### config.mk
export PLATFORM = sky130hd
export DESIGN_NAME = rv_decoder
export DESIGN_NICKNAME = d
export VERILOG_FILES = /design/src/rv_pkg.sv /design/src/rv_imm_gen.sv /design/src/rv_op_decode.sv /design/src/rv_hazard_fsm.sv /design/src/rv_decode_reg.sv /design/src/rv_decoder.sv
export SDC_FILE = /design/constraint.sdc
export NUM_CORES = 1
export LEC_CHECK = 0
export BUFFER_PORTS_ARGS = -buffer_cell sky130_fd_sc_hd__clkbuf_2
export CAP_MARGIN = 10
export CORE_MARGIN = 3
export CORE_UTILIZATION = 40
export DETAILED_ROUTE_END_ITERATION = 6
export PLACE_DENSITY = 0.77
export SLEW_MARGIN = 20
export SYNTH_ARGS = -nofsm -noshare
export SYNTH_HDL_FRONTEND = slang
export SYNTH_SLANG_ARGS = --single-unit
### constraint.sdc
create_clock -name clk_i -period 2 [get_ports clk_i]
set_input_delay 0.3 -clock clk_i [delete_from_list [all_inputs] [get_ports clk_i]]
set_output_delay 0.3 -clock clk_i [all_outputs]
set_load 0.05 [all_outputs]
### src/rv_pkg.sv
// RV32I only; no branch, JALR, FENCE or SYSTEM encodings, which the decode stage treats as illegal
package rv_pkg;

  //////////////////////////////
  // Widths
  //////////////////////////////
  localparam int unsigned XLEN   = 32;  // Data and address width
  localparam int unsigned REG_AW = 5;   // x0..x31

  //////////////////////////////
  // Major opcodes, instr[6:0]
  //////////////////////////////
  localparam logic [6:0] OPC_OP    = 7'b0110011;
  localparam logic [6:0] OPC_OPIMM = 7'b0010011;
  localparam logic [6:0] OPC_LUI   = 7'b0110111;
  localparam logic [6:0] OPC_AUIPC = 7'b0010111;
  localparam logic [6:0] OPC_LOAD  = 7'b0000011;
  localparam logic [6:0] OPC_STORE = 7'b0100011;
  localparam logic [6:0] OPC_JAL   = 7'b1101111;

  // funct3 of SLL(I) in [0], of SRL(I)/SRA(I) in [1]
  localparam logic [1:0][2:0] FUNCT3_SLL_SRL = {3'b101, 3'b001};

  //////////////////////////////
  // ALU operation
  //////////////////////////////
  // Encoded as {instr[30], funct3}
  typedef enum logic [3:0] {
    ALU_ADD  = 4'b0000,
    ALU_SLL  = 4'b0001,
    ALU_SLT  = 4'b0010,
    ALU_SLTU = 4'b0011,
    ALU_XOR  = 4'b0100,
    ALU_SRL  = 4'b0101,
    ALU_OR   = 4'b0110,
    ALU_AND  = 4'b0111,
    ALU_SUB  = 4'b1000,
    ALU_SRA  = 4'b1101
  } alu_op_t;

  // LSU control, {store, funct3}
  // funct3 keeps width and sign of the access (LB/LH/LW/LBU/LHU, SB/SH/SW)
  typedef logic [3:0] lsu_ctrl_t;

  //////////////////////////////
  // Immediate formats
  //////////////////////////////
  typedef enum logic [2:0] {
    IMM_NONE = 3'd0,  // Register-register, immediate is zero
    IMM_I    = 3'd1,
    IMM_ISH  = 3'd2,  // Shift amount only
    IMM_S    = 3'd3,
    IMM_U    = 3'd4,
    IMM_J    = 3'd5,
    IMM_FOUR = 3'd6   // Link address offset for JAL
  } imm_fmt_t;

  // Source registers an instruction reads, for the hazard check
  typedef enum logic [1:0] {
    SRC_NONE = 2'd0,
    SRC_RS1  = 2'd1,
    SRC_BOTH = 2'd2
  } hazard_src_t;

endpackage

### src/rv_imm_gen.sv
// Purely combinational; shift amounts are zero-extended, every other format is sign-extended
module rv_imm_gen (
  input  logic [rv_pkg::XLEN-1:0] instr_i,
  input  rv_pkg::imm_fmt_t        imm_fmt_i,
  output logic [rv_pkg::XLEN-1:0] imm_o,
  output logic [rv_pkg::XLEN-1:0] jal_off_o
);
  import rv_pkg::*;

  logic [XLEN-1:0] imm_i_ext;
  logic [XLEN-1:0] imm_ish_ext;
  logic [XLEN-1:0] imm_s_ext;
  logic [XLEN-1:0] imm_u_ext;
  logic [XLEN-1:0] imm_j_ext;

  //////////////////////////////
  // Format extraction
  //////////////////////////////
  assign imm_i_ext   = {{20{instr_i[31]}}, instr_i[31:20]};
  assign imm_ish_ext = {27'b0, instr_i[24:20]};  // Unsigned shift amount
  assign imm_s_ext   = {{20{instr_i[31]}}, instr_i[31:25], instr_i[11:7]};
  assign imm_u_ext   = {instr_i[31:12], 12'b0};

  // J offset with bit 0 always zero
  assign imm_j_ext = {{11{instr_i[31]}},
                      instr_i[31],
                      instr_i[19:12],
                      instr_i[20],
                      instr_i[30:21],
                      1'b0};

  assign jal_off_o = imm_j_ext;  // Jump target goes straight to fetch

  //////////////////////////////
  // Format select
  //////////////////////////////
  always_comb begin
    case (imm_fmt_i)
      IMM_I:    imm_o = imm_i_ext;
      IMM_ISH:  imm_o = imm_ish_ext;
      IMM_S:    imm_o = imm_s_ext;
      IMM_U:    imm_o = imm_u_ext;
      IMM_FOUR: imm_o = XLEN'(4);  // pc + 4 for the link register
      default:  imm_o = '0;
    endcase
  end

endmodule

### src/rv_op_decode.sv
// Decodes OP, OP-IMM, LUI, AUIPC, LOAD, STORE and JAL only; funct7 is not checked for legality
module rv_op_decode (
  input  logic [rv_pkg::XLEN-1:0]   instr_i,
  output logic                      illegal_o,
  output logic                      pc_sel_o,
  output rv_pkg::alu_op_t           alu_op_o,
  output logic                      alu_wb_o,
  output logic [rv_pkg::REG_AW-1:0] rd_addr_o,
  output logic [rv_pkg::REG_AW-1:0] rs1_addr_o,
  output logic [rv_pkg::REG_AW-1:0] rs2_addr_o,
  output rv_pkg::imm_fmt_t          imm_fmt_o,
  output logic                      imm_b_o,
  output logic                      lsu_req_o,
  output rv_pkg::lsu_ctrl_t         lsu_ctrl_o,
  output logic                      jump_o,
  output rv_pkg::hazard_src_t       hazard_src_o,
  output logic [rv_pkg::REG_AW-1:0] dest_o
);
  import rv_pkg::*;

  logic [6:0]        opcode;
  logic [REG_AW-1:0] rd;
  logic [REG_AW-1:0] rs1;
  logic [REG_AW-1:0] rs2;
  logic [2:0]        funct3;
  logic              is_shift;

  // Instruction fields
  assign opcode = instr_i[6:0];
  assign rd     = instr_i[11:7];
  assign funct3 = instr_i[14:12];
  assign rs1    = instr_i[19:15];
  assign rs2    = instr_i[24:20];

  assign is_shift = (funct3 == FUNCT3_SLL_SRL[0]) || (funct3 == FUNCT3_SLL_SRL[1]);

  always_comb begin
    // Defaults match an illegal opcode
    illegal_o    = 1'b1;
    pc_sel_o     = 1'b0;
    alu_op_o     = ALU_ADD;
    alu_wb_o     = 1'b0;
    rd_addr_o    = '0;
    rs1_addr_o   = '0;
    rs2_addr_o   = '0;
    imm_fmt_o    = IMM_NONE;
    imm_b_o      = 1'b0;
    lsu_req_o    = 1'b0;
    lsu_ctrl_o   = '0;
    jump_o       = 1'b0;
    hazard_src_o = SRC_NONE;
    dest_o       = '0;

    case (opcode)
      OPC_OP: begin
        illegal_o    = 1'b0;
        alu_op_o     = alu_op_t'({instr_i[30], funct3});  // SUB/SRA via bit 30
        alu_wb_o     = 1'b1;
        rd_addr_o    = rd;
        rs1_addr_o   = rs1;
        rs2_addr_o   = rs2;
        hazard_src_o = SRC_BOTH;
        dest_o       = rd;
      end

      OPC_OPIMM: begin
        illegal_o    = 1'b0;
        alu_wb_o     = 1'b1;
        rd_addr_o    = rd;
        rs1_addr_o   = rs1;
        imm_b_o      = 1'b1;
        hazard_src_o = SRC_RS1;
        dest_o       = rd;
        if (is_shift) begin
          alu_op_o  = alu_op_t'({instr_i[30], funct3});  // SRAI keeps bit 30
          imm_fmt_o = IMM_ISH;
        end else begin
          // Bit 30 belongs to the immediate here
          alu_op_o  = alu_op_t'({1'b0, funct3});
          imm_fmt_o = IMM_I;
        end
      end

      OPC_LUI: begin
        illegal_o = 1'b0;
        alu_wb_o  = 1'b1;  // x0 + U immediate
        rd_addr_o = rd;
        imm_fmt_o = IMM_U;
        imm_b_o   = 1'b1;
        dest_o    = rd;
      end

      OPC_AUIPC: begin
        illegal_o = 1'b0;
        pc_sel_o  = 1'b1;  // pc + U immediate
        alu_wb_o  = 1'b1;
        rd_addr_o = rd;
        imm_fmt_o = IMM_U;
        imm_b_o   = 1'b1;
        dest_o    = rd;
      end

      OPC_LOAD: begin
        illegal_o    = 1'b0;
        rd_addr_o    = rd;  // Written back by the LSU
        rs1_addr_o   = rs1;
        imm_fmt_o    = IMM_I;
        imm_b_o      = 1'b1;
        lsu_req_o    = 1'b1;
        lsu_ctrl_o   = {1'b0, funct3};
        hazard_src_o = SRC_RS1;
        dest_o       = rd;
      end

      OPC_STORE: begin
        illegal_o    = 1'b0;
        rs1_addr_o   = rs1;  // Base address
        rs2_addr_o   = rs2;  // Store data
        imm_fmt_o    = IMM_S;
        imm_b_o      = 1'b1;
        lsu_req_o    = 1'b1;
        lsu_ctrl_o   = {1'b1, funct3};
        hazard_src_o = SRC_BOTH;
      end

      OPC_JAL: begin
        illegal_o = 1'b0;
        pc_sel_o  = 1'b1;  // Link value is pc + 4
        alu_wb_o  = 1'b1;
        rd_addr_o = rd;
        imm_fmt_o = IMM_FOUR;
        imm_b_o   = 1'b1;
        jump_o    = 1'b1;
        dest_o    = rd;
      end

      default: ;  // Keep the illegal defaults
    endcase
  end

endmodule

### src/rv_hazard_fsm.sv
// Checks RAW hazards against the previous accepted instruction only; one stall cycle per hazard
module rv_hazard_fsm (
  input  logic                      clk_i,
  input  logic                      rstn_i,
  input  logic                      instr_valid_i,
  input  logic                      illegal_i,
  input  logic                      jump_i,
  input  logic [rv_pkg::REG_AW-1:0] rs1_addr_i,
  input  logic [rv_pkg::REG_AW-1:0] rs2_addr_i,
  input  rv_pkg::hazard_src_t       hazard_src_i,
  input  logic [rv_pkg::REG_AW-1:0] dest_i,
  input  logic [rv_pkg::XLEN-1:0]   jal_off_i,
  output logic                      ready_o,
  output logic                      stall_o,
  output logic                      jump_o,
  output logic [rv_pkg::XLEN-1:0]   jump_offset_o
);
  import rv_pkg::*;

  typedef enum logic [1:0] {
    ST_OK    = 2'd0,
    ST_STALL = 2'd1,
    ST_JUMP  = 2'd2,
    ST_ERROR = 2'd3
  } dec_state_t;

  dec_state_t        curr_state;
  dec_state_t        prev_state_q;  // State of the last valid cycle
  logic [REG_AW-1:0] prev_dest_q;
  logic              rs1_hit;
  logic              rs2_hit;

  //////////////////////////////
  // Hazard detection
  //////////////////////////////
  // x0 never causes a stall
  assign rs1_hit = (hazard_src_i != SRC_NONE) && (rs1_addr_i != '0) &&
                   (rs1_addr_i == prev_dest_q);
  assign rs2_hit = (hazard_src_i == SRC_BOTH) && (rs2_addr_i != '0) &&
                   (rs2_addr_i == prev_dest_q);

  always_comb begin
    if (!instr_valid_i) begin
      curr_state = ST_OK;
    end else if (illegal_i) begin
      curr_state = ST_ERROR;
    end else if (jump_i) begin
      curr_state = ST_JUMP;  // JAL reads no registers
    end else if ((rs1_hit || rs2_hit) && (prev_state_q != ST_STALL)) begin
      curr_state = ST_STALL;  // Repeat passes after one cycle
    end else begin
      curr_state = ST_OK;
    end
  end

  assign ready_o       = (curr_state == ST_OK) || (curr_state == ST_JUMP);
  assign stall_o       = (curr_state == ST_STALL);
  assign jump_o        = (curr_state == ST_JUMP);
  assign jump_offset_o = jump_o ? jal_off_i : '0;

  //////////////////////////////
  // History
  //////////////////////////////
  always_ff @(posedge clk_i) begin
    if (!rstn_i) begin
      prev_state_q <= ST_OK;
      prev_dest_q  <= '0;
    end else if (instr_valid_i) begin
      prev_state_q <= curr_state;
      prev_dest_q  <= dest_i;  // Zero for stores and illegal opcodes
    end
  end

endmodule

### src/rv_decode_reg.sv
// Captures every valid decode, stalled or not; fields hold while idle except pc_sel, which clears
module rv_decode_reg (
  input  logic                      clk_i,
  input  logic                      rstn_i,
  input  logic                      instr_valid_i,
  input  logic                      stall_i,
  input  logic                      pc_sel_i,
  input  logic                      illegal_i,
  input  rv_pkg::alu_op_t           alu_op_i,
  input  logic                      alu_wb_i,
  input  logic [rv_pkg::REG_AW-1:0] rd_addr_i,
  input  logic [rv_pkg::REG_AW-1:0] rs1_addr_i,
  input  logic [rv_pkg::REG_AW-1:0] rs2_addr_i,
  input  logic [rv_pkg::XLEN-1:0]   imm_i,
  input  logic                      imm_b_i,
  input  logic                      lsu_req_i,
  input  rv_pkg::lsu_ctrl_t         lsu_ctrl_i,
  input  logic [rv_pkg::XLEN-1:0]   instr_addr_i,
  output logic                      pc_sel_o,
  output logic                      illegal_o,
  output rv_pkg::alu_op_t           alu_op_o,
  output logic                      alu_wb_o,
  output logic [rv_pkg::REG_AW-1:0] rd_addr_o,
  output logic [rv_pkg::REG_AW-1:0] rs1_addr_o,
  output logic [rv_pkg::REG_AW-1:0] rs2_addr_o,
  output logic [rv_pkg::XLEN-1:0]   imm_o,
  output logic                      imm_b_o,
  output logic                      lsu_req_o,
  output rv_pkg::lsu_ctrl_t         lsu_ctrl_o,
  output logic [rv_pkg::XLEN-1:0]   instr_addr_o
);
  import rv_pkg::*;

  //////////////////////////////
  // Decode capture
  //////////////////////////////
  always_ff @(posedge clk_i) begin
    if (!rstn_i) begin
      pc_sel_o   <= 1'b0;
      illegal_o  <= 1'b0;
      alu_op_o   <= ALU_ADD;
      alu_wb_o   <= 1'b0;
      rd_addr_o  <= '0;
      rs1_addr_o <= '0;
      rs2_addr_o <= '0;
      imm_o      <= '0;
      imm_b_o    <= 1'b0;
      lsu_req_o  <= 1'b0;
      lsu_ctrl_o <= '0;
    end else if (instr_valid_i) begin
      pc_sel_o   <= pc_sel_i;
      illegal_o  <= illegal_i;
      alu_op_o   <= alu_op_i;
      alu_wb_o   <= alu_wb_i & ~stall_i;  // No side effects on a stall
      rd_addr_o  <= rd_addr_i;
      rs1_addr_o <= rs1_addr_i;
      rs2_addr_o <= rs2_addr_i;
      imm_o      <= imm_i;
      imm_b_o    <= imm_b_i;
      lsu_req_o  <= lsu_req_i & ~stall_i;
      lsu_ctrl_o <= lsu_ctrl_i;
    end else begin
      pc_sel_o <= 1'b0;  // Rest of the fields hold
    end
  end

  // Address follows fetch every cycle
  always_ff @(posedge clk_i) begin
    if (!rstn_i) begin
      instr_addr_o <= '0;
    end else begin
      instr_addr_o <= instr_addr_i;
    end
  end

endmodule

### src/rv_decoder.sv
// Fetch must hold the instruction while ready_o is low; an illegal opcode keeps ready_o low
module rv_decoder (
  input  logic                      clk_i,
  input  logic                      rstn_i,
  input  logic                      instr_valid_i,
  input  logic [rv_pkg::XLEN-1:0]   instr_i,
  input  logic [rv_pkg::XLEN-1:0]   instr_addr_i,
  output logic                      ready_o,
  output logic                      jump_o,
  output logic [rv_pkg::XLEN-1:0]   jump_offset_o,
  output logic                      pc_sel_o,
  output logic                      illegal_o,
  output rv_pkg::alu_op_t           alu_op_o,
  output logic                      alu_wb_o,
  output logic [rv_pkg::REG_AW-1:0] rd_addr_o,
  output logic [rv_pkg::REG_AW-1:0] rs1_addr_o,
  output logic [rv_pkg::REG_AW-1:0] rs2_addr_o,
  output logic [rv_pkg::XLEN-1:0]   imm_o,
  output logic                      imm_b_o,
  output logic                      lsu_req_o,
  output rv_pkg::lsu_ctrl_t         lsu_ctrl_o,
  output logic [rv_pkg::XLEN-1:0]   instr_addr_o
);
  import rv_pkg::*;

  // Raw decode, same cycle as the instruction
  logic              dec_illegal;
  logic              dec_pc_sel;
  alu_op_t           dec_alu_op;
  logic              dec_alu_wb;
  logic [REG_AW-1:0] dec_rd;
  logic [REG_AW-1:0] dec_rs1;
  logic [REG_AW-1:0] dec_rs2;
  imm_fmt_t          dec_imm_fmt;
  logic              dec_imm_b;
  logic              dec_lsu_req;
  lsu_ctrl_t         dec_lsu_ctrl;
  logic              dec_jump;
  hazard_src_t       dec_hazard_src;
  logic [REG_AW-1:0] dec_dest;
  logic [XLEN-1:0]   dec_imm;
  logic [XLEN-1:0]   dec_jal_off;
  logic              stall;

  //////////////////////////////
  // Decode
  //////////////////////////////
  rv_op_decode i_op_decode (
    .instr_i      (instr_i),
    .illegal_o    (dec_illegal),
    .pc_sel_o     (dec_pc_sel),
    .alu_op_o     (dec_alu_op),
    .alu_wb_o     (dec_alu_wb),
    .rd_addr_o    (dec_rd),
    .rs1_addr_o   (dec_rs1),
    .rs2_addr_o   (dec_rs2),
    .imm_fmt_o    (dec_imm_fmt),
    .imm_b_o      (dec_imm_b),
    .lsu_req_o    (dec_lsu_req),
    .lsu_ctrl_o   (dec_lsu_ctrl),
    .jump_o       (dec_jump),
    .hazard_src_o (dec_hazard_src),
    .dest_o       (dec_dest)
  );

  rv_imm_gen i_imm_gen (
    .instr_i   (instr_i),
    .imm_fmt_i (dec_imm_fmt),
    .imm_o     (dec_imm),
    .jal_off_o (dec_jal_off)
  );

  //////////////////////////////
  // Handshake and jump
  //////////////////////////////
  rv_hazard_fsm i_hazard_fsm (
    .clk_i         (clk_i),
    .rstn_i        (rstn_i),
    .instr_valid_i (instr_valid_i),
    .illegal_i     (dec_illegal),
    .jump_i        (dec_jump),
    .rs1_addr_i    (dec_rs1),
    .rs2_addr_i    (dec_rs2),
    .hazard_src_i  (dec_hazard_src),
    .dest_i        (dec_dest),
    .jal_off_i     (dec_jal_off),
    .ready_o       (ready_o),
    .stall_o       (stall),
    .jump_o        (jump_o),
    .jump_offset_o (jump_offset_o)
  );

  //////////////////////////////
  // Output register
  //////////////////////////////
  rv_decode_reg i_decode_reg (
    .clk_i         (clk_i),
    .rstn_i        (rstn_i),
    .instr_valid_i (instr_valid_i),
    .stall_i       (stall),
    .pc_sel_i      (dec_pc_sel),
    .illegal_i     (dec_illegal),
    .alu_op_i      (dec_alu_op),
    .alu_wb_i      (dec_alu_wb),
    .rd_addr_i     (dec_rd),
    .rs1_addr_i    (dec_rs1),
    .rs2_addr_i    (dec_rs2),
    .imm_i         (dec_imm),
    .imm_b_i       (dec_imm_b),
    .lsu_req_i     (dec_lsu_req),
    .lsu_ctrl_i    (dec_lsu_ctrl),
    .instr_addr_i  (instr_addr_i),
    .pc_sel_o      (pc_sel_o),
    .illegal_o     (illegal_o),
    .alu_op_o      (alu_op_o),
    .alu_wb_o      (alu_wb_o),
    .rd_addr_o     (rd_addr_o),
    .rs1_addr_o    (rs1_addr_o),
    .rs2_addr_o    (rs2_addr_o),
    .imm_o         (imm_o),
    .imm_b_o       (imm_b_o),
    .lsu_req_o     (lsu_req_o),
    .lsu_ctrl_o    (lsu_ctrl_o),
    .instr_addr_o  (instr_addr_o)
  );

endmodule

; Word level (Yosys, flattened, before mapping)
; Index checks and enable logic that the tools add are counted.
[classes]
reduce_logical = 23
n_bitwise = 3
n_mux = 21
n_eq_ne = 20
[ops]
columns = op, n
row1 = $pmux W32 S5, 1
row2 = $mux W32, 1
row3 = $eq A7 B6 Y1 const B, 3
row4 = $pmux W4 S2, 2
row5 = $mux W5, 3
row6 = $pmux W3 S5, 1
row7 = $eq A7 B5 Y1 const B, 2
row8 = $reduce_or A6 Y1, 2
row9 = $eq A5 B5 Y1, 2
row10 = $reduce_bool A5 Y1, 2
row11 = $reduce_or A2 Y1, 5
row12 = $eq A3 B3 Y1 const B, 3
row13 = $mux W2, 4
row14 = $eq A7 B2 Y1 const B, 1
row15 = $eq A7 B7 Y1 const B, 1
row16 = $mux W1, 7
row17 = $reduce_or A7 Y1, 1
row18 = $eq A3 B1 Y1 const B, 2
row19 = $eq A3 B2 Y1 const B, 2
row20 = $logic_and A1 B1 Y1, 5
row21 = $reduce_or A5 Y1, 1
row22 = $eq A2 B2 Y1 const B, 2
row23 = $mux W4, 1
row24 = $pmux W2 S2, 1
row25 = other kinds (9), 12
[word_totals]
out_inout_bits = 126
reg_bits = 94
inputBits = 67
wordCells = 80

; Depth between registers and ports, before layout
; Gate-level depths: netlist of run 1.
[logic_depth]
ltp_word = 15
ltp_mapped = 7
depth_no_buf = 5

; Cells and area by module
; A second synthesis of run 1 with hierarchy kept.
[hier_totals]
cells_unflattened = 495
area_unflattened_um2 = 4949.7
[by_module_without_submodules]
columns = mod, area_per_inst_um2, n_inst, seq_area_each_um2, cells_per_inst
row1 = rv_decode_reg, 3184.3, 1, 1841.8, 262
row2 = rv_hazard_fsm, 698.2, 1, 140.1, 86
row3 = rv_imm_gen, 645.6, 1, 0.0, 83
row4 = rv_op_decode, 421.7, 1, 0.0, 64

; Worst setup path before layout of run 1
; No wires, ideal clock.
[synth_timing]
path_type = input to output
startpoint = in instr_i[4] (netlist name)
endpoint = out jump_offset_o[11] (netlist name)
stages = 5
path_slack_ns = -0.368
required_time_ns = 1.700
arrival_time_ns = 2.068
path_buffers = 2
path_cell_list = buf_2 -> nand4b_1 -> nor3_1 -> clkbuf_1 -> and2_1
[synth_between]
elab_chain_cells = 14
elab_cells_between_ends = 33
classes_between = eq/ne: 11 / mux: 9 / reduce/logical: 13
[synth_rtl]
columns = element, line
row1 = start: declaration, rv_decoder.sv:6  ; input logic [rv_pkg::XLEN-1:0] instr_i,
row2 = "$eq A7 B6 Y1, or another cell as far along", rv_op_decode.sv:54  ; case (opcode)
row3 = $reduce_or A2 Y1 (no source line) / $reduce_or A4 Y1 (equally long branches), --
row4 = $pmux W2 S2 / $mux W5 (equally long branches), rv_op_decode.sv:54
row5 = "$eq A2 B2 Y1, or another cell as far along", rv_hazard_fsm.sv:39  ; assign rs2_hit = (hazard_src_i == SRC_BOTH) && (rs2_addr_i != '0) &&
row6 = $logic_and A1 B1 Y1 (on tied branches) (2 in series), "rv_hazard_fsm.sv:39, rv_hazard_fsm.sv:37"
row7 = $logic_or A1 B1 Y1, rv_hazard_fsm.sv:49  ; end else if ((rs1_hit || rs2_hit) && (prev_state_q != ST_STALL)) begin
row8 = $logic_and A1 B1 Y1, rv_hazard_fsm.sv:49
row9 = $mux W1, rv_hazard_fsm.sv:49
row10 = $mux W2, rv_hazard_fsm.sv:47  ; end else if (jump_i) begin
row11 = $mux W2 (*), rv_hazard_fsm.sv:45  ; end else if (illegal_i) begin
row12 = $mux W2 (*), rv_hazard_fsm.sv:43  ; if (!instr_valid_i) begin
row13 = $eq A2 B2 Y1 (*), rv_hazard_fsm.sv:58  ; assign jump_o = (curr_state == ST_JUMP);
row14 = named net jump_o, rv_decoder.sv:9  ; output logic jump_o,
row15 = $mux W32 (*), rv_hazard_fsm.sv:59  ; assign jump_offset_o = jump_o ? jal_off_i : '0;
row16 = end: declaration, rv_decoder.sv:10  ; output logic [rv_pkg::XLEN-1:0] jump_offset_o,
; The timed path passes the listed nets; every way through them passes the cells marked *.

==> results_dict.tcl, run 1 <==
set metrics [dict create \
    clk_path_buf_depth 2 \
    yosys.area.top_type_share 0.473 \
    dr.pass1.iters 5 \
    die_w_um 106 \
    ys_warn_count 0 \
    drtIter0Drc 212 \
    postPlaceCellArea_sq_um 5290 \
    start_kind "flop" \
    placed_cells 748 \
    synth_seq_cells 94 \
    fin_skew_ps 5.43 \
    postRouteAntennaNets 0 \
    place_congestion 0.890 \
    cts_buffers 9 \
    syn2layout_area_growth_pct 39.8 \
    die_h_um 106 \
    cts-root-buf "clkbuf_8" \
    status "finished with violations" \
    synth.distinct_cells 48 \
    crit_buf_inv 1 \
    via_per_inst 4.97 \
    worstSkewPairLatency_ps 360 \
    irDropWorstVdd_uv 299 \
    worstSetupPathType "flop to primary output" \
    nets 700 \
    dp_hpwl_mm 9.20 \
    synth_area_sq_um 3980 \
    critPathMaxFanout 3 \
    drive_above_1_share 0.429 \
    antenna_found_initial 0 \
    grt_pass1_vias 3759 \
    io_pins 193 \
    worstMarginPinSlew_ps 554 \
    cp_data_required_time_ps 1700 \
    max_freq_mhz 425 \
    num_rows 35 \
    synth_edf_count 0 \
    leakagePower_nw 2.52 \
    port-buffer-count 191 \
    ys_async_sr_fraction 0 \
    yosys-top-cells-area "dfxtp_1 47%, and2_1 10%, nor2b_1 4.7%" \
    grt_max_degree 58 \
    holdBufCountCts 0 \
    synth.largest_area_cell "dfxtp_1" \
    slew_violations 0 \
    hold_viol_final 0 \
    cap_violations 0 \
    cp-end-kind "primary output" \
    setup_violations 1 \
    grt_setup_unrepaired "true" \
    synth-main-ff-cell "dfxtp_1" \
    timing.hold.ws_ps 136 \
    vias 3811 \
    violations "negative setup slack" \
    clkSinkCount 94 \
    wire_per_inst_um 15.9 \
    worstPathArrival_ps 2050 \
    fin_crit_sh 1.18 \
    ys_seq_area_frac 0.473 \
    wl_mm 12.2 \
    relSlewSlack 0.631 \
    grt-ovfl-total 0 \
    power.density_nw_per_um2 673 \
    hp-class "input port to flop" \
    diodes 0 \
    crit_path_cell_trace "xor2_2 -> nor4_2 -> o211ai_1 -> a221o_1 -> a21o_2 -> buf_8" \
    synth_fp_nets 504 \
    cts_tree "done" \
    path_clk_slew_ps 100 \
    synth.avg_cell_area_sq_um 9.11 \
    drc 0 \
    core_area_sq_um 9460 \
    slowest_delay_ps 380 \
    start_util 0.421 \
    syn_inst 437 \
    cp_top_family "compound AO/OA/AOI/OAI gates" \
    die-area_sq_um 11200 \
    stdcell_count 767 \
    grt_pass1_wl_mm 19.2 \
    crit_path_top_delay_cell "dfxtp_4" \
    final_area_sq_um 5560 \
    fin_ws_ps -355 \
    num-fill-cells 859 \
    grt_usage 0.216 \
    period_needed_ps 2350 \
    cts_max_level 3 \
]
-- cell usage after synthesis, types with 2 or more instances --
cell type,n
o21a_1,22
o21ai_0,2
clkbuf_1,24
buf_2,5
nor2b_1,30
nor3_1,5
a21boi_0,18
and2_1,64
buf_6,2
dfxtp_1,94
xor2_1,8
inv_1,8
nand4_1,3
a22oi_1,10
a31oi_1,2
o211ai_1,2
nand2_1,40
and3_1,2
o32ai_1,4
buf_1,2
nor2_2,2
nor2_1,7
a21oi_1,23
a22o_1,6
nor4_1,3
buf_4,12
nand3_1,16
-- layout make-up --
type	count	area, sq um	area share
Tap cell	129	161	0.0290
Inverter	8	30.0	0.00540
Multi-Input combinational cell	290	1870	0.336
Clock inverter	6	77.6	0.0139
Clock buffer	10	128	0.0229
Timing Repair Buffer	230	1400	0.252
Sequential cell	94	1890	0.340
-- flip-flops by register name, summed over array words and instances (netlist names) --
name and flops:
i_hazard_fsm.prev_state_q 2, i_decode_reg.pc_sel_o 1, i_decode_reg.alu_wb_o 1, i_decode_reg.alu_op_o 4, i_decode_reg.imm_b_o 1, i_decode_reg.rs2_addr_o 5
i_decode_reg.imm_o 32, i_decode_reg.lsu_req_o 1, i_decode_reg.rd_addr_o 5, i_decode_reg.lsu_ctrl_o 4, i_decode_reg.illegal_o 1, i_decode_reg.instr_addr_o 32
i_decode_reg.rs1_addr_o 5
-- cells by family (layout without fill, tap and decap cells) --
family | after synthesis | in the layout | share of synthesized area
xor gates and xnor gates | 8 | 8 | 0.0176
and+or+nand+nor | 181 | 181 | 0.259
AOI/OAI and AO/OA | 100 | 100 | 0.183
other | 1 | 1 | 0.000942
DFF | 94 | 94 | 0.473
buffers and inverters | 53 | 254 | 0.0666
-- layer usage --
metal | wire length (um) | track usage | up-vias
met5 | 0 | 0 | -
met4 | 173 | 0.0657 | 0
met3 | 1020 | 0.0570 | 12
met2 | 6050 | 0.372 | 178
met1 | 4930 | 0.264 | 1772
li1 | - | - | 1849
-- power breakdown --
group	switching, mW	internal (mW)
Clock	0.725	0.603
Combinational	0.329	0.163
Sequential	0.0133	1.91
-- worst register-to-register path, stage by stage (launching register included) --
cell and delay (ps):
dfxtp_4 380, xor2_2 140, nor4_2 260, o211ai_1 150
a221o_1 370, buf_4 140, buf_4 120, buf_4 130
a32o_2 210
-- what timing repair did --
action	CTS	global route
pin swaps	0	6
buffers inserted	0	3
setup endpoints to repair	1	13
gates resized for setup	2	22
-- per-stage QoR --
step | TNS [ps] | util | total power [mW] | worst slack [ps]
after floorplan | -97.2 | - | 2.25 | -97.2
after global placement | -47.8 | 0.559 | 2.45 | -47.8
after detailed placement | -66.6 | 0.559 | 2.46 | -66.6
after CTS | -349 | 0.581 | 3.78 | -349
after global routing | -451 | 0.588 | 3.90 | -399
final | -355 | 0.588 | 3.74 | -355
-- path summary, 6_finish.rpt --
kind,start,cells after the start,end,slack (ps)
max,i_decode_reg.rd_addr_o[2]$_SDFFE_PN0P_,6,ready_o,-350
min,instr_addr_i[7],2,i_decode_reg.instr_addr_o[7]$_SDFF_PN0_,140
max reg2reg,i_decode_reg.rd_addr_o[2]$_SDFFE_PN0P_,8,i_decode_reg.alu_wb_o$_SDFFE_PN0P_,0
min reg2reg,i_decode_reg.rs2_addr_o[4]$_SDFFE_PN0P_,2,i_decode_reg.rs2_addr_o[4]$_SDFFE_PN0P_,480
-- cell usage in the layout (no fill, tap or decap), types with 3 or more instances in the layout --
master,netlist,layout
nor2b_1,30,30
a21oi_1,23,23
nor2_1,7,7
a22o_1,6,6
dfxtp_1,94,90
buf_4,12,38
a22oi_1,10,10
nand3_1,16,16
clkbuf_2,0,171
nand2_1,40,40
o21a_1,22,22
clkbuf_4,0,5
nor3_1,5,4
buf_2,5,6
inv_1,8,8
and2_2,1,10
a21boi_0,18,18
and2_1,64,55
buf_12,0,9
xor2_1,8,6
clkbuf_8,0,9
o32ai_1,4,4
nand4_1,3,3
(Power assumes the default switching activity.)
==> run 2: changes to the inputs <==
- PLACE_DENSITY: 0.77 -> 0.74
- SYNTH_HIERARCHICAL: default -> 1
==> results_dict.tcl, run 2 <==
set metrics [dict create \
    start_kind "input port" \
    num_rows 40 \
    cp_top_family "simple AND/OR/NAND/NOR gates" \
    cap_violations 0 \
    grt_setup_unrepaired "true" \
    postPlaceCellArea_sq_um 6190 \
    ys_warn_count 6 \
    wire_per_inst_um 17.1 \
    cts_tree "done" \
    hp-class "input port to flop" \
    worstSkewPairLatency_ps 350 \
    syn2layout_area_growth_pct 50.7 \
    cts_buffers 9 \
    yosys.area.top_type_share 0.400 \
    power_mw 4.41 \
    synth.largest_area_cell "dfxtp_1" \
    path_clk_slew_ps 70 \
    via_per_inst 4.87 \
    crit_path_top_delay_cell "or3_4" \
    fin_skew_ps 4.10 \
    stdcell_count 876 \
    grt_pass1_vias 4310 \
    vias 4263 \
    synth_seq_cells 99 \
    worstMarginPinSlew_ps 547 \
    rrSetupSlack_ps 240 \
    num-fill-cells 991 \
    irDropWorstVdd_uv 346 \
    top_regs "i_decode_reg/imm_o: 32 flops, i_decode_reg/instr_addr_o: 32 flops" \
    core_area_sq_um 12100 \
    ys_seq_area_frac 0.400 \
    drtIter0Drc 243 \
    placed_cells 836 \
    crit_path_cell_trace "clkbuf_2 -> or3_4 -> nor2_8 -> and3_4 -> xor2_2 -> a2111oi_4 -> o211ai_2 -> a31o_4 -> buf_8" \
    cp_data_required_time_ps 1700 \
    power.density_nw_per_um2 592 \
    drive_above_1_share 0.484 \
    slew_violations 0 \
    cp-end-kind "primary output" \
    fin_crit_sh 1.23 \
    slowest_delay_ps 450 \
    wl_mm 15.0 \
    place_ws_ps -501 \
    period_needed_ps 2460 \
    diodes 0 \
    worstPathArrival_ps 2160 \
    yosys-top-cells-area "dfxtp_1 40%, mux2i_1 13%, and2_1 10%" \
    violations "negative setup slack" \
    timing.hold.ws_ps 157 \
    yosysMostFrequentCell "dfxtp_1" \
    syn_inst 495 \
    ys_async_sr_fraction 0 \
    clkSinkCount 99 \
    crit_buf_inv 2 \
    setup_tns_ps -4170 \
    clk_path_buf_depth 2 \
    synth.distinct_cells 50 \
    fin_ws_ps -457 \
    synth_fp_nets 562 \
    critPathMaxFanout 6 \
    synth-main-ff-cell "dfxtp_1" \
    dr.pass1.iters 4 \
    io_pins 193 \
    nets 770 \
    die_h_um 117 \
    grt_max_degree 73 \
    final_common_cell "clkbuf_2" \
    synth.avg_cell_area_sq_um 10.0 \
    synth_common_cells "99 x dfxtp_1, 79 x and2_1, 69 x nor2b_1" \
    synth_edf_count 0 \
    antenna_found_initial 0 \
    leakagePower_nw 3.64 \
    place_congestion 0.890 \
    dp_hpwl_mm 9.84 \
    final_area_sq_um 7460 \
    layout_common_cells "154 x clkbuf_2, 99 x dfxtp_1, 69 x nor2b_1" \
    drc 0 \
    cts-root-buf "clkbuf_16" \
    port-buffer-count 191 \
    relSlewSlack 0.635 \
    grt_usage 0.208 \
    synth_area_sq_um 4950 \
    die_w_um 117 \
    setup_violations 34 \
    cts_max_level 3 \
    postRouteAntennaNets 0 \
    utilization 0.618 \
    worstSetupPathType "input port to primary output" \
    max_freq_mhz 407 \
    die-area_sq_um 13700 \
    hold_viol_final 0 \
    grt-ovfl-total 0 \
    status "finished with violations" \
    start_util 0.410 \
    grt_pass1_wl_mm 22.0 \
]
[run 2: changes by cell type after synthesis, sizes merged, moves of 21 or more]
cell and delta:
mux2i +66, o21a -21, buf +34, nand2 -34, nor2b +39
[run 2: logic make-up after synthesis]
kind of cell	Yosys count	share of synthesized area
buffers and inverters	70	0.112
other	1	0.000758
XOR/XNOR	8	0.0142
AND/OR/NAND/NOR	199	0.259
multiplexers	67	0.136
AO/OA/AOI/OAI	51	0.0776
flip-flops	99	0.400
[run 2: report_power, final]
| part | internal, mW | switching [mW] | total, mW |
|---|---|---|---|
| Clock | 0.979 | 0.791 | 1.77 |
| Combinational | 0.237 | 0.372 | 0.609 |
| Sequential | 2.02 | 0.0163 | 2.03 |
[run 2: layout make-up]
type / instances / area, sq um / area share
Clock buffer: 9 / 225 / 0.0302
Clock inverter: 7 / 77.6 / 0.0104
Inverter: 3 / 11.3 / 0.00151
Multi-Input combinational cell: 328 / 2650 / 0.355
Sequential cell: 99 / 1980 / 0.266
Tap cell: 168 / 210 / 0.0282
Timing Repair Buffer: 262 / 2300 / 0.309
[run 2: repair_timing]
item / CTS / global route
resized for setup: 100 / 34
setup buffers: 6 / 14
pin swaps: 9 / 26
hold buffers: 0 / 0
cloned: 5 / 1
endpoints found under the setup margin: 35 / 64
[run 2: final timing paths]
path	startpoint	endpoint	depth (start not counted)
hold / removal	instr_addr_i[18]	i_decode_reg/instr_addr_o[18]$_SDFF_PN0_	2
setup reg to reg	i_hazard_fsm/prev_dest_q[1]$_SDFFE_PN0P_	i_decode_reg/lsu_req_o$_SDFFE_PN0P_	8
setup / recovery	instr_i[2]	ready_o	9
hold reg to reg	i_decode_reg/lsu_req_o$_SDFFE_PN0P_	i_decode_reg/lsu_req_o$_SDFFE_PN0P_	2
[run 2: per-layer routing]
| metal | part of all wire | global-route usage |
|---|---|---|
| met1 | 0.40 | 0.253 |
| met2 | 0.50 | 0.334 |
| met3 | 0.069 | 0.0550 |
| met4 | 0.031 | 0.109 |
| met5 | 0 | 0 |
==> run 3: changes to the inputs <==
--- a/config.mk
+++ b/config.mk
@@ -8,3 +8,2 @@
 export BUFFER_PORTS_ARGS = -buffer_cell sky130_fd_sc_hd__clkbuf_2
-export CAP_MARGIN = 10
 export CORE_MARGIN = 3
==> constraint.sdc (replaced) <==
create_clock -name clk_i -period 2.6 [get_ports clk_i]
set_input_delay 0.13 -clock clk_i [delete_from_list [all_inputs] [get_ports clk_i]]
set_output_delay 0.13 -clock clk_i [all_outputs]
set_load 0.05 [all_outputs]
==> results_dict.tcl, run 3 (synthesis gave the netlist of run 2 again) <==
set metrics [dict create \
    worstSetupPathType "input port to primary output" \
    path_clk_slew_ps 60 \
    grt_pass1_vias 3920 \
    grt-ovfl-total 0 \
    max_freq_mhz 420 \
    crit_path_top_delay_cell "or3_4" \
    cap_violations 0 \
    hp-class "input port to flop" \
    cts_resized 0 \
    setup_tns_ps 0 \
    die-area_sq_um 13700 \
    port-buffer-count 191 \
    multi_input_area_sq_um 2410 \
    period_needed_ps 2380 \
    num_rows 40 \
    postRouteAntennaNets 0 \
    via_per_inst 4.72 \
    drive_above_1_share 0.337 \
    syn2layout_area_growth_pct 26.9 \
    dp_hpwl_mm 9.57 \
    dr.pass1.iters 4 \
    clk_path_buf_depth 2 \
    clkSinkCount 99 \
    cp_data_required_time_ps 2470 \
    io_pins 193 \
    cts-root-buf "clkbuf_16" \
    grt_max_degree 47 \
    utilization 0.521 \
    grt_setup_unrepaired "false" \
    layout_common_cells "188 x clkbuf_2, 99 x dfxtp_1, 79 x and2_1" \
    cts_buffers 9 \
    leakagePower_nw 3.15 \
    slowest_delay_ps 460 \
    fin_crit_sh 0.916 \
    worstSkewPairLatency_ps 350 \
    drc 0 \
    wl_mm 13.1 \
    status "finished, final reports clean" \
    irDropWorstVdd_uv 275 \
    antenna_found_initial 0 \
    diodes 0 \
    final_area_sq_um 6280 \
    num-fill-cells 1118 \
    hold_viol_final 0 \
    start_kind "input port" \
    holdBufCountCts 31 \
    worstMarginPinSlew_ps 887 \
    place_congestion 0.919 \
    crit_top_cell "clkbuf_2" \
    grt_pass1_wl_mm 20.0 \
    nets 738 \
    core_area_sq_um 12100 \
    start_util 0.410 \
    regArea_sq_um 1980 \
    slew_violations 0 \
    critPathMaxFanout 17 \
    die_h_um 117 \
    final_common_cell "clkbuf_2" \
    drtIter0Drc 230 \
    die_w_um 117 \
    crit_path_cell_trace "clkbuf_2 -> or3_4 -> nor2_8 -> and2_1 -> xor2_1 -> nor4_1 -> nand4b_1 -> a31o_1 -> clkbuf_2" \
    wire_per_inst_um 15.5 \
    vias 3981 \
    worstPathArrival_ps 2250 \
    grt_usage 0.189 \
    postPlaceCellArea_sq_um 5690 \
    cp-end-kind "primary output" \
    cts_max_level 3 \
    cts_tree "done" \
    relSlewSlack 0.408 \
    setup_violations 0 \
    postCtsSetupRepairBufs 0 \
    top_regs "i_decode_reg/imm_o: 32 flops, i_decode_reg/instr_addr_o: 32 flops" \
    power.density_nw_per_um2 518 \
    fin_skew_ps 2.47 \
]
[run 3: area by class of cell]
type,instances,area share
well taps,168,0.0335
clock buffers,9,0.0359
clock inverters,7,0.00837
multi-input cells,326,0.384
flip-flops and latches,99,0.316
repair buffers,232,0.221
inverters,3,0.00179
[run 3: worst paths after layout]
check | startpoint | end | slack, ps | depth (start not counted)
setup / recovery | instr_i[6] | ready_o | 220 | 9
hold / removal | instr_addr_i[4] | i_decode_reg/instr_addr_o[4]$_SDFF_PN0_ | 8 | 2
setup reg to reg | i_hazard_fsm/prev_dest_q[2]$_SDFFE_PN0P_ | i_decode_reg/lsu_req_o$_SDFFE_PN0P_ | 1040 | 6
hold reg to reg | i_decode_reg/lsu_req_o$_SDFFE_PN0P_ | i_decode_reg/lsu_req_o$_SDFFE_PN0P_ | 480 | 2
[run 3: power by group]
part           switching (mW)  internal (mW)  leakage [nW]
clock network           0.600          0.653         0.124
registers              0.0127           1.55         0.808
logic                   0.270          0.167          2.21
[run 3: worst max-delay path: cells and delay by family]
kind            cells  cell delay [ps]
compound gates      1              260
xor+xnor            1               80
buf+inv             2              370
simple gates        5             1400
[run 3: per-stage QoR]
step           setup slack [ps]  power, mW  cells  hold slack (ps)
6_report                    218       3.26    844             7.98
3_3_place_gp                310       1.99    797              336
3_5_place_dp                207       2.00    797              341
5_1_grt                    64.7       3.38    844             21.2
4_1_cts                     205       3.29    844             4.86
2_1_floorplan               280       1.92    495              257
[run 3: metal layers]
layer	GRT usage	part of all wire
met5	0	0
met4	0.0864	0.024
met3	0.0468	0.062
met2	0.312	0.49
met1	0.231	0.42
